$ cat src/hdl/rv_consts.svh
/*
 * rv32i subset core constants
 * memory depths, reset pc, register count and instruction field encodings
 */
`ifndef RV_CONSTS_SVH
`define RV_CONSTS_SVH

// memory depths in 32-bit words
`define IMEM_WORDS 64
`define DMEM_WORDS 64
`define NUM_REGS   32
`define PC_RESET   32'h0000_0000

// major opcodes
`define OPC_OP     7'b0110011
`define OPC_OP_IMM 7'b0010011
`define OPC_LUI    7'b0110111
`define OPC_AUIPC  7'b0010111
`define OPC_LOAD   7'b0000011
`define OPC_STORE  7'b0100011
`define OPC_BRANCH 7'b1100011
`define OPC_JAL    7'b1101111
`define OPC_JALR   7'b1100111
`define OPC_SYSTEM 7'b1110011

// funct3, alu group
`define F3_ADD  3'b000
`define F3_SLT  3'b010
`define F3_XOR  3'b100
`define F3_OR   3'b110
`define F3_AND  3'b111
// funct3, memory and jumps
`define F3_LW   3'b010
`define F3_SW   3'b010
`define F3_JALR 3'b000
// funct3, branches
`define F3_BEQ  3'b000
`define F3_BNE  3'b001
`define F3_BLT  3'b100
`define F3_BGE  3'b101

// funct7 for register-register ops
`define F7_BASE 7'b0000000
`define F7_SUB  7'b0100000

// addi x0,x0,0 and ebreak
`define NOP_INST    32'h0000_0013
`define EBREAK_INST 32'h0010_0073

`endif
$ cat src/hdl/rv_pkg.sv
/*
 * shared types of the two-stage rv32i subset core
 * data words, register indices, alu operations and core run state
 */
package rv_pkg;

  // data or byte address
  typedef logic [31:0] word_t;

  // architectural register number
  typedef logic [4:0] reg_idx_t;

  // alu operation select
  typedef enum logic [3:0] {
    alu_add    = 4'd0,
    alu_sub    = 4'd1,
    alu_and    = 4'd2,
    alu_or     = 4'd3,
    alu_xor    = 4'd4,
    // signed set-less-than
    alu_slt    = 4'd5,
    // lui passes the immediate through
    alu_pass_b = 4'd6,
    // branch compares, result is 1 when taken
    alu_eq     = 4'd7,
    alu_ne     = 4'd8,
    alu_lt     = 4'd9,
    alu_ge     = 4'd10
  } alu_op_t;

  // core run state
  typedef enum logic [1:0] {
    // waiting for program load and start
    st_idle = 2'd0,
    st_run  = 2'd1,
    // ebreak or illegal seen, only reset leaves this
    st_halt = 2'd2
  } core_state_t;

endpackage

$ cat src/hdl/decoder.sv
/*
 * instruction decoder
 * register fields, immediates, alu op and control flags for the rv32i subset
 */
`timescale 1ns/1ns
`include "rv_consts.svh"

module decoder
  import rv_pkg::*;
(
  input  word_t    inst,
  output reg_idx_t rs1,
  output reg_idx_t rs2,
  output reg_idx_t rd,
  output word_t    imm,
  output alu_op_t  alu_op,
  output logic     reg_wen,
  output logic     mem_wen,
  output logic     is_load,
  output logic     is_branch,
  output logic     is_jal,
  output logic     is_jalr,
  output logic     is_auipc,
  output logic     need_imm,
  output logic     is_ebreak,
  output logic     is_illegal
);

  logic [6:0] opcode;
  logic [2:0] f3;
  logic [6:0] f7;
  word_t      imm_i, imm_s, imm_b, imm_u, imm_j;

  assign opcode = inst[6:0];
  assign f3     = inst[14:12];
  assign f7     = inst[31:25];
  assign rs1    = inst[19:15];
  assign rs2    = inst[24:20];
  assign rd     = inst[11:7];

  // immediate formats, all sign-extended from bit 31
  assign imm_i = {{20{inst[31]}}, inst[31:20]};
  assign imm_s = {{20{inst[31]}}, inst[31:25], inst[11:7]};
  assign imm_b = {{19{inst[31]}}, inst[31], inst[7], inst[30:25], inst[11:8], 1'b0};
  assign imm_u = {inst[31:12], 12'b0};
  assign imm_j = {{11{inst[31]}}, inst[31], inst[19:12], inst[20], inst[30:21], 1'b0};

  always_comb begin
    imm        = imm_i;
    alu_op     = alu_add;
    reg_wen    = 1'b0;
    mem_wen    = 1'b0;
    is_load    = 1'b0;
    is_branch  = 1'b0;
    is_jal     = 1'b0;
    is_jalr    = 1'b0;
    is_auipc   = 1'b0;
    need_imm   = 1'b0;
    is_ebreak  = 1'b0;
    is_illegal = 1'b0;
    case (opcode)
      `OPC_OP: begin
        reg_wen = 1'b1;
        case (f3)
          `F3_ADD: alu_op = (f7 == `F7_SUB) ? alu_sub : alu_add;
          `F3_SLT: alu_op = alu_slt;
          `F3_XOR: alu_op = alu_xor;
          `F3_OR:  alu_op = alu_or;
          `F3_AND: alu_op = alu_and;
          default: is_illegal = 1'b1;
        endcase
        // only add may carry the alternate funct7
        if (f7 != `F7_BASE && !(f7 == `F7_SUB && f3 == `F3_ADD)) is_illegal = 1'b1;
      end
      `OPC_OP_IMM: begin
        reg_wen  = 1'b1;
        need_imm = 1'b1;
        case (f3)
          `F3_ADD: alu_op = alu_add;
          `F3_SLT: alu_op = alu_slt;
          `F3_XOR: alu_op = alu_xor;
          `F3_OR:  alu_op = alu_or;
          `F3_AND: alu_op = alu_and;
          default: is_illegal = 1'b1;
        endcase
      end
      `OPC_LUI: begin
        reg_wen  = 1'b1;
        need_imm = 1'b1;
        imm      = imm_u;
        alu_op   = alu_pass_b;
      end
      `OPC_AUIPC: begin
        reg_wen  = 1'b1;
        need_imm = 1'b1;
        is_auipc = 1'b1;
        imm      = imm_u;
      end
      `OPC_LOAD: begin
        reg_wen    = 1'b1;
        need_imm   = 1'b1;
        is_load    = 1'b1;
        is_illegal = (f3 != `F3_LW);
      end
      `OPC_STORE: begin
        mem_wen    = 1'b1;
        need_imm   = 1'b1;
        imm        = imm_s;
        is_illegal = (f3 != `F3_SW);
      end
      `OPC_BRANCH: begin
        // alu compares rs1 with rs2, target adder uses imm
        is_branch = 1'b1;
        imm       = imm_b;
        case (f3)
          `F3_BEQ: alu_op = alu_eq;
          `F3_BNE: alu_op = alu_ne;
          `F3_BLT: alu_op = alu_lt;
          `F3_BGE: alu_op = alu_ge;
          default: is_illegal = 1'b1;
        endcase
      end
      `OPC_JAL: begin
        reg_wen  = 1'b1;
        need_imm = 1'b1;
        is_jal   = 1'b1;
        imm      = imm_j;
      end
      `OPC_JALR: begin
        reg_wen    = 1'b1;
        need_imm   = 1'b1;
        is_jalr    = 1'b1;
        is_illegal = (f3 != `F3_JALR);
      end
      `OPC_SYSTEM: begin
        // ebreak is the only system instruction kept
        is_ebreak  = (inst == `EBREAK_INST);
        is_illegal = (inst != `EBREAK_INST);
      end
      default: is_illegal = 1'b1;
    endcase
    // an illegal word must not touch state
    if (is_illegal) begin
      reg_wen = 1'b0;
      mem_wen = 1'b0;
    end
  end

endmodule

$ cat config.mk
export PLATFORM = sky130hd
export DESIGN_NAME = decoder
export DESIGN_NICKNAME = d
export VERILOG_FILES = /design/src/hdl/rv_pkg.sv /design/src/hdl/decoder.sv
export VERILOG_INCLUDE_DIRS = /design/src /design/src/hdl
export SDC_FILE = /design/constraint.sdc
export NUM_CORES = 1
export LEC_CHECK = 0
export BUFFER_PORTS_ARGS = -buffer_cell sky130_fd_sc_hd__buf_2
export CAP_MARGIN = 10
export CORE_MARGIN = 2
export CORE_UTILIZATION = 37
export DETAILED_ROUTE_END_ITERATION = 8
export PLACE_DENSITY = 0.82
export SETUP_SLACK_MARGIN = 0.3
export SLEW_MARGIN = 20
export SYNTH_ARGS = -nofsm -noshare
export SYNTH_HDL_FRONTEND = slang
export SYNTH_SLANG_ARGS = --single-unit
$ cat constraint.sdc
create_clock -name vclk -period 2.2
set_input_delay 0.33 -clock vclk [all_inputs]
set_output_delay 0.33 -clock vclk [all_outputs]
set_load 0.01 [all_outputs]
# Word-level counts from Yosys, hierarchy flattened
# Index checks and enable logic that the tools add are counted.
[word_totals]
ff_bits = 0
word_cells = 54
inputBits = 32
output_inout_bits = 61
[classes]
reduce_logical = 13
mux = 21
n_eq_ne = 20
[op_table]
columns = ["operator", "count"]
rows = [
  ["31-bit case mux with 4 select lines", 1],
  ["32-bit by 21-bit == test with 1-bit output, second input constant", 1],
  ["32-bit by 21-bit != test with 1-bit output, second input constant", 1],
  ["4-bit case mux with 4 select lines", 2],
  ["7-bit by 6-bit == test with 1-bit output, second input constant", 4],
  ["7-bit == test, second input constant", 4],
  ["1-bit 2-to-1 mux", 15],
  ["3-bit case mux with 5 select lines", 1],
  ["7-bit by 5-bit == test with 1-bit output, second input constant", 2],
  ["7-bit OR reduction", 2],
  ["3-bit == test, second input constant", 4],
  ["3-bit case mux with 4 select lines", 1],
  ["7-bit by 2-bit == test with 1-bit output, second input constant", 1],
  ["1-bit case mux with 7 select lines", 1],
  ["7-bit nonzero test", 1],
  ["5-bit OR reduction", 1],
  ["2-bit OR reduction", 2],
  ["4-bit OR reduction", 1],
  ["3-bit by 1-bit == test with 1-bit output, second input constant", 1],
  ["3-bit by 2-bit == test with 1-bit output, second input constant", 1],
  ["3-bit logical NOT", 1],
  ["3-bit by 2-bit != test with 1-bit output, second input constant", 1],
  ["3-bit nonzero test", 1],
  ["3-bit OR reduction", 1],
  ["other kinds (2)", 3],
]

# Longest topological paths before layout
# Gate-level depths: netlist (run 1).
[logic_depth]
ltp_word = 7
mapped_depth = 7
depth_no_buf = 5

# Worst setup path before layout (run 1)
# Ideal clock, no wire load.
[synth_timing]
kind = "input port to output port"
start = "in inst[3]"
end = "out reg_wen"
cell_stages = 6
slack_ns = 0.250
t_arrival_ns = 1.620
n_path_buf = 1
required_ns = 1.870
cell_sequence = "buf_2 > and4bb_2 > and4_1 > o21ai_1 > nand4_1 > a211oi_1"
[synth_between]
elab_chain_len = 4
elab_cells_between_ends = 17
classes_between = "11 x eq/ne; 3 x mux; 3 x reduce/logical"
[synth_lines]
columns = ["item", "line_no", "text"]
rows = [
  ["from (decl)", "decoder.sv:11", "input word_t inst,"],
  ["7-bit == test, or another cell as far along", "decoder.sv:61", "case (opcode)"],
  ["3-bit OR reduction (no line) or 2-bit OR reduction (tied branches)", "--", ""],
  ["1-bit case mux with 7 select lines *", "decoder.sv:61", ""],
  ["net is_illegal", "decoder.sv:26", "output logic is_illegal"],
  ["1-bit 2-to-1 mux *", "decoder.sv:143", "if (is_illegal) begin"],
  ["to (decl)", "decoder.sv:17", "output logic reg_wen,"],
]
# Mark *: on every way through the listed nets, which the timed path passes. The rest lies on a longest branch.

# Worst setup path in the final report (run 1)
[layout_timing]
start = "in inst[13]"
end = "out reg_wen"
[layout_between]
elab_chain_len = 7
elab_cells_between_ends = 20
classes_between = "8 x eq/ne; 5 x mux; 7 x reduce/logical"
[layout_lines]
columns = ["item", "line_no"]
rows = [
  ["branches (longest 5 deep; another with 5-bit OR reduction)", "--"],
  ["1-bit case mux with 7 select lines *", "decoder.sv:61"],
  ["1-bit 2-to-1 mux *", "decoder.sv:143"],
]
# Mark *: on every way between the ends.

==> results of run 1 <==
==> synthesized netlist by cell type (3+ instances only) <==
master and n:
a21o_1 15, a21o_2 4, a21oi_1 4, and2_1 4, buf_2 6, buf_4 16
inv_1 4, nand2_1 19, nand3_1 3, nor2_1 11, nor2b_1 10, nor3_1 5
nor4_1 4, o21ai_0 8
==> timing repair <==
item                                    4_1_cts  5_1_grt
endpoints found under the setup margin       26       35
hold endpoints to repair                      0        0
pin swaps                                     0       13
resized for setup                             7       38
setup buffers                                 0        4
cloned                                        0        0
==> worst max-delay path, cell delays in order <==
cell	delay, ns
clkbuf_4	0.18
o31ai_2	0.24
a31oi_1	0.11
o21ai_0	0.22
nand4_1	0.23
a211oi_2	0.20
buf_2	0.16
==> final cells by class <==
class	instances	area (µm²)	share of cell area [%]
Multi-Input combinational cell	115	836	57.4
Timing Repair Buffer	100	571	39.2
Tap cell	28	35.0	2.41
Inverter	4	15.0	1.03
==> power by group <==
| part | internal, mW | switching [mW] | leakage (nW) | total [mW] |
|---|---|---|---|---|
| Clock | 0 | 0 | 0 | 0 |
| Combinational | 0.116 | 0.136 | 0.809 | 0.252 |
| Sequential | 0 | 0 | 0 | 0 |
| Total | 0.116 | 0.136 | 0.809 | 0.252 |
==> layer usage <==
metal	track usage (%)	vias to the layer above	wire length, µm
li1	-	656	-
met3	0.282	2	290
met5	0	-	0
met4	0	0	14
met1	27.3	606	1350
met2	38.3	66	1800
==> how the worst max path moves through the flow <==
stage	slack (ns)	depth (start not counted)	to
after global placement	0.14	7	reg_wen
final	0.20	7	reg_wen
after global routing	0.1	7	reg_wen
after detailed placement	0.13	7	reg_wen
after CTS	0.20	7	reg_wen
after floorplan	0.32	6	reg_wen
==> placed cells by master (no fill, tap or decap), types with 3 or more instances in the layout <==
| master | synthesis | routed |
|---|---|---|
| buf_6 | 1 | 4 |
| nor3_1 | 5 | 3 |
| nand3_1 | 3 | 3 |
| nor2_1 | 11 | 10 |
| nor4_4 | 0 | 3 |
| o21ai_0 | 8 | 8 |
| a21o_1 | 15 | 15 |
| buf_4 | 16 | 11 |
| nand2_1 | 19 | 18 |
| nor2b_1 | 10 | 8 |
| a21oi_1 | 4 | 3 |
| clkbuf_4 | 0 | 3 |
| inv_1 | 4 | 4 |
| a21o_2 | 4 | 4 |
| buf_2 | 6 | 81 |
| nor2b_4 | 0 | 3 |
==> kinds of logic (layout without fill, tap and decap cells) <==
kind of cell	count (synthesis)	count (layout)	synth area share [%]
compound gates	46	46	37.0
buf+inv	29	104	20.6
simple gates	69	69	42.4
==> per-stage QoR <==
stage,utilization (%),hold WS (ns)
3_5_place_dp,55.5,0.877
3_3_place_gp,55.5,0.876
6_report,64.6,0.867
5_1_grt,64.6,0.871
2_1_floorplan,-,0.752
4_1_cts,56.5,0.877
==> reports/results.ini, run 1 <==
[layout]
synthToLayoutAreaGrowth_pct=63.3
design.seq.count=0
diodes=0
fin_nets=253
layout-drive-gt1-share_pct=59.4
final_cells=247
n_fill_cell=210
nClkBuffers=0
register_area_um2=0
fin_area_um2=1460

[floorplan]
io_pins=93
placement_rows=17
die_x_um=53.1
initial_core_util_pct=39.6
fp.dieH_um=53.1
core_area_um2=2250
die_area_um2=2820

[grt]
track_usage_pct=20.4
grt_max_degree=23
first_global_vias=1001
grt_pass1_wl_um=4530
overflow=0
grt_antenna_before_repair=0

[synth]
syn_inst=144
ys_top_cells_by_area=buf_4 13%, a21o_1 13%, nand2_1 8.0%, nor2b_1 7.0%, nor2_1 4.6%
synth.cell_area_um2=892
synth_top_area_share_pct=13.5
synth_area_per_cell_um2=6.20
synth.distinct_cells=40
syn_nets=176
synth_top_cell_by_area=buf_4
synth-seq-area-share_pct=0
ys_warn_count=0

[timing]
relSlewSlack_pct=79.7
fin_crit_sh_pct=91.1
slew_violations=0
max_clock_freq_mhz=499
min_period_ns=2.00
hold_violations=0
rsz0062_at_grt=true
worst_slack_ns=0.196
worstMarginPinSlew_ns=0.302
setup_viol=0
fin_tns_setup_ns=0

[detailed_routing]
first_pass_iters=4
drc=0
wl_per_cell_um=14.0
viasPerCell=5.38
drtIter0Drc=23
ant_nets=0
routed_wl_um=3450
num_vias=1330

[place]
place.gp.congestion=0.838
dp_hpwl_um=2500
postPlaceCellArea_um2=1250
portBuffers=93
dp_cells=243
pre_cts_slack_ns=0.131

[critical_path]
cp.arrival_ns=1.67
criticalPathCategory=in2out
cp-start-kind=primary input
crit_start=inst[13]
cp_max_fo=13
cp.required_ns=1.87
endpoint_kind=primary output

[power]
power_density_nw_per_um2=173
ir_drop_v=0.0000957
cellLeakagePower_nw=0.809
power_uw=252

[cts]
ctsHoldBuffers=0

[flow_run]
drv_cap=0

[outcome]
status=completed

[worst_hold_path]
hold_end=rd[1]
holdCritStartpoint=inst[8]
min_path_type=in2out
whs_path_depth=2

(Power assumes the default switching activity.)
==> inputs of run 2 (changes only) <==
--- a/config.mk
+++ b/config.mk
@@ -6,12 +6,13 @@
 export SDC_FILE = /design/constraint.sdc
 export NUM_CORES = 1
 export LEC_CHECK = 0
+export ABC_AREA = 1
 export BUFFER_PORTS_ARGS = -buffer_cell sky130_fd_sc_hd__buf_2
 export CAP_MARGIN = 10
 export CORE_MARGIN = 2
-export CORE_UTILIZATION = 37
+export CORE_UTILIZATION = 39
 export DETAILED_ROUTE_END_ITERATION = 8
-export PLACE_DENSITY = 0.82
+export PLACE_DENSITY = 0.87
 export SETUP_SLACK_MARGIN = 0.3
 export SLEW_MARGIN = 20
 export SYNTH_ARGS = -nofsm -noshare
==> constraint.sdc (replaced) <==
create_clock -name vclk -period 2.2
set_input_delay 0.11 -clock vclk [all_inputs]
set_output_delay 0.11 -clock vclk [all_outputs]
set_load 0.01 [all_outputs]
==> reports/results.ini, run 2 <==
[timing]
slew_violations=0
relSlewSlack_pct=82.3
worstMarginPinSlew_ns=0.265
max_clock_freq_mhz=654
whs_ns=0.418
setup_viol=0
fin_tns_setup_ns=0
rsz0062_at_grt=false
hold_violations=0
min_period_ns=1.53
fin_crit_sh_pct=69.5

[power]
power_uw=209
ir_drop_v=0.000103
cellLeakagePower_nw=0.902
power_density_nw_per_um2=155

[synth]
synth_top_area_share_pct=18.4
ys_top_cells_by_area=nand2_1 18%, inv_1 14%, buf_4 13%, nor2_1 12%, o21ai_0 11%
ys_warn_count=0
synth.cell_area_um2=997
synth_most_common_cell=nand2_1
synth_area_per_cell_um2=4.84
synth_top_cell_by_area=nand2_1
synth-seq-area-share_pct=0
ys_top_cells_by_count=49 x nand2_1, 37 x inv_1, 31 x nor2_1, 21 x o21ai_0, 17 x buf_4
synth.distinct_cells=21
syn_nets=238
syn_inst=206

[layout]
final_common_cell=buf_2
synthToLayoutAreaGrowth_pct=35.4
diodes=0
layout_common_cells=93 x buf_2, 49 x nand2_1, 37 x inv_1
design.seq.count=0
register_area_um2=0
n_fill_cell=294
fin_nets=314
multiInputGateArea_um2=689
nClkBuffers=0
layout-drive-gt1-share_pct=42.1

[worst_hold_path]
hold_end=rs1[1]
whs_path_depth=2
min_path_type=in2out
holdCritStartpoint=inst[16]

[grt]
grt_max_degree=14
grt_pass1_wl_um=4770
grt_antenna_before_repair=0
track_usage_pct=21.0
overflow=0
first_global_vias=1163

[detailed_routing]
wl_per_cell_um=10.2
drc=0
ant_nets=0
num_vias=1467
routed_wl_um=3180
viasPerCell=4.73
first_pass_iters=4
drtIter0Drc=21

[critical_path]
criticalPathCategory=in2out
endpoint_kind=primary output
cp_max_fo=13
worst_path_max_delay_cell=nand2_1
max_stage_delay_ns=0.25
cp.required_ns=2.09
cp-start-kind=primary input
cp.arrival_ns=1.42
crit_path_cell_trace=buf_2, nand2_1, nor2_1, nand2_2, inv_2, nor2_4, nand2_1, o21ai_0, buf_2

[outcome]
status=completed

[place]
dp_hpwl_um=2730
portBuffers=93
place.gp.congestion=0.847

[floorplan]
die_x_um=54.6
initial_core_util_pct=40.6
io_pins=93
fp.dieH_um=54.6
core_area_um2=2450
placement_rows=18
die_area_um2=2980

[flow_run]
drv_cap=0

[cts]
ctsResizeCount=0
cts_setup_buffers=0
ctsHoldBuffers=0

-- run 2: cell count changes after synthesis, moves of 9 or more --
| cell | change |
|---|---|
| inv_1 | +33 |
| nor2b_1 | -10 |
| a21o_1 | -15 |
| nand2_1 | +30 |
| nor2_1 | +20 |
| o21ai_0 | +13 |
| nand2_2 | +9 |
-- run 2: per-layer routing --
metal | track usage (%) | wire length, µm | share of wire (%)
met5 | 0 | 0 | 0
met4 | 0 | 0 | 0
met3 | 0.273 | 211 | 6.6
met2 | 38.8 | 1520 | 48
met1 | 28.6 | 1440 | 45
-- run 2: logic make-up (layout without fill, tap and decap cells) --
| family | after synthesis | in the layout | synth area share (%) |
|---|---|---|---|
| AO/OA/AOI/OAI | 35 | 35 | 19.1 |
| buffers and inverters | 61 | 135 | 30.9 |
| AND/OR/NAND/NOR | 110 | 110 | 50.1 |
-- run 2: worst max-delay path by stage --
stage                     startpoint  endpoint  slack (ns)  cells past startpoint
after floorplan              inst[3]   mem_wen        1.07                      9
after global placement       inst[5]   imm[23]        0.70                      9
after detailed placement     inst[5]   imm[23]        0.69                      9
after CTS                    inst[4]   imm[23]        0.68                      9
after global routing         inst[5]   imm[25]        0.46                      9
final                        inst[5]   imm[23]        0.67                      9
-- run 2: where the power goes --
part / internal [mW] / switching [mW]
clock network: 0 / 0
registers: 0 / 0
logic: 0.0824 / 0.127
total: 0.0824 / 0.127
-- run 2: area by class of cell --
cell class                 instances  share of cell area, %
inverter                          42                   11.7
multi-input combinational        145                   51.1
tap                               30                   2.78
timing repair buffer              93                   34.5
-- run 2: worst max-delay path, delay by kind of cell --
kind                   cells  cell delay (ns)
and+or+nand+nor            5             0.81
buffers and inverters      3             0.36
AOI/OAI and AO/OA          1             0.15
-- run 2: stage by stage --
step	worst slack (ns)	cell area, µm²	cells	utilization (%)
global route	0.458	1350	310	55.0
detailed placement	0.690	1350	310	55.0
CTS	0.680	1350	310	55.0
floorplan	1.07	997	206	-
finish	0.672	1350	310	55.0
global placement	0.697	1350	310	55.0
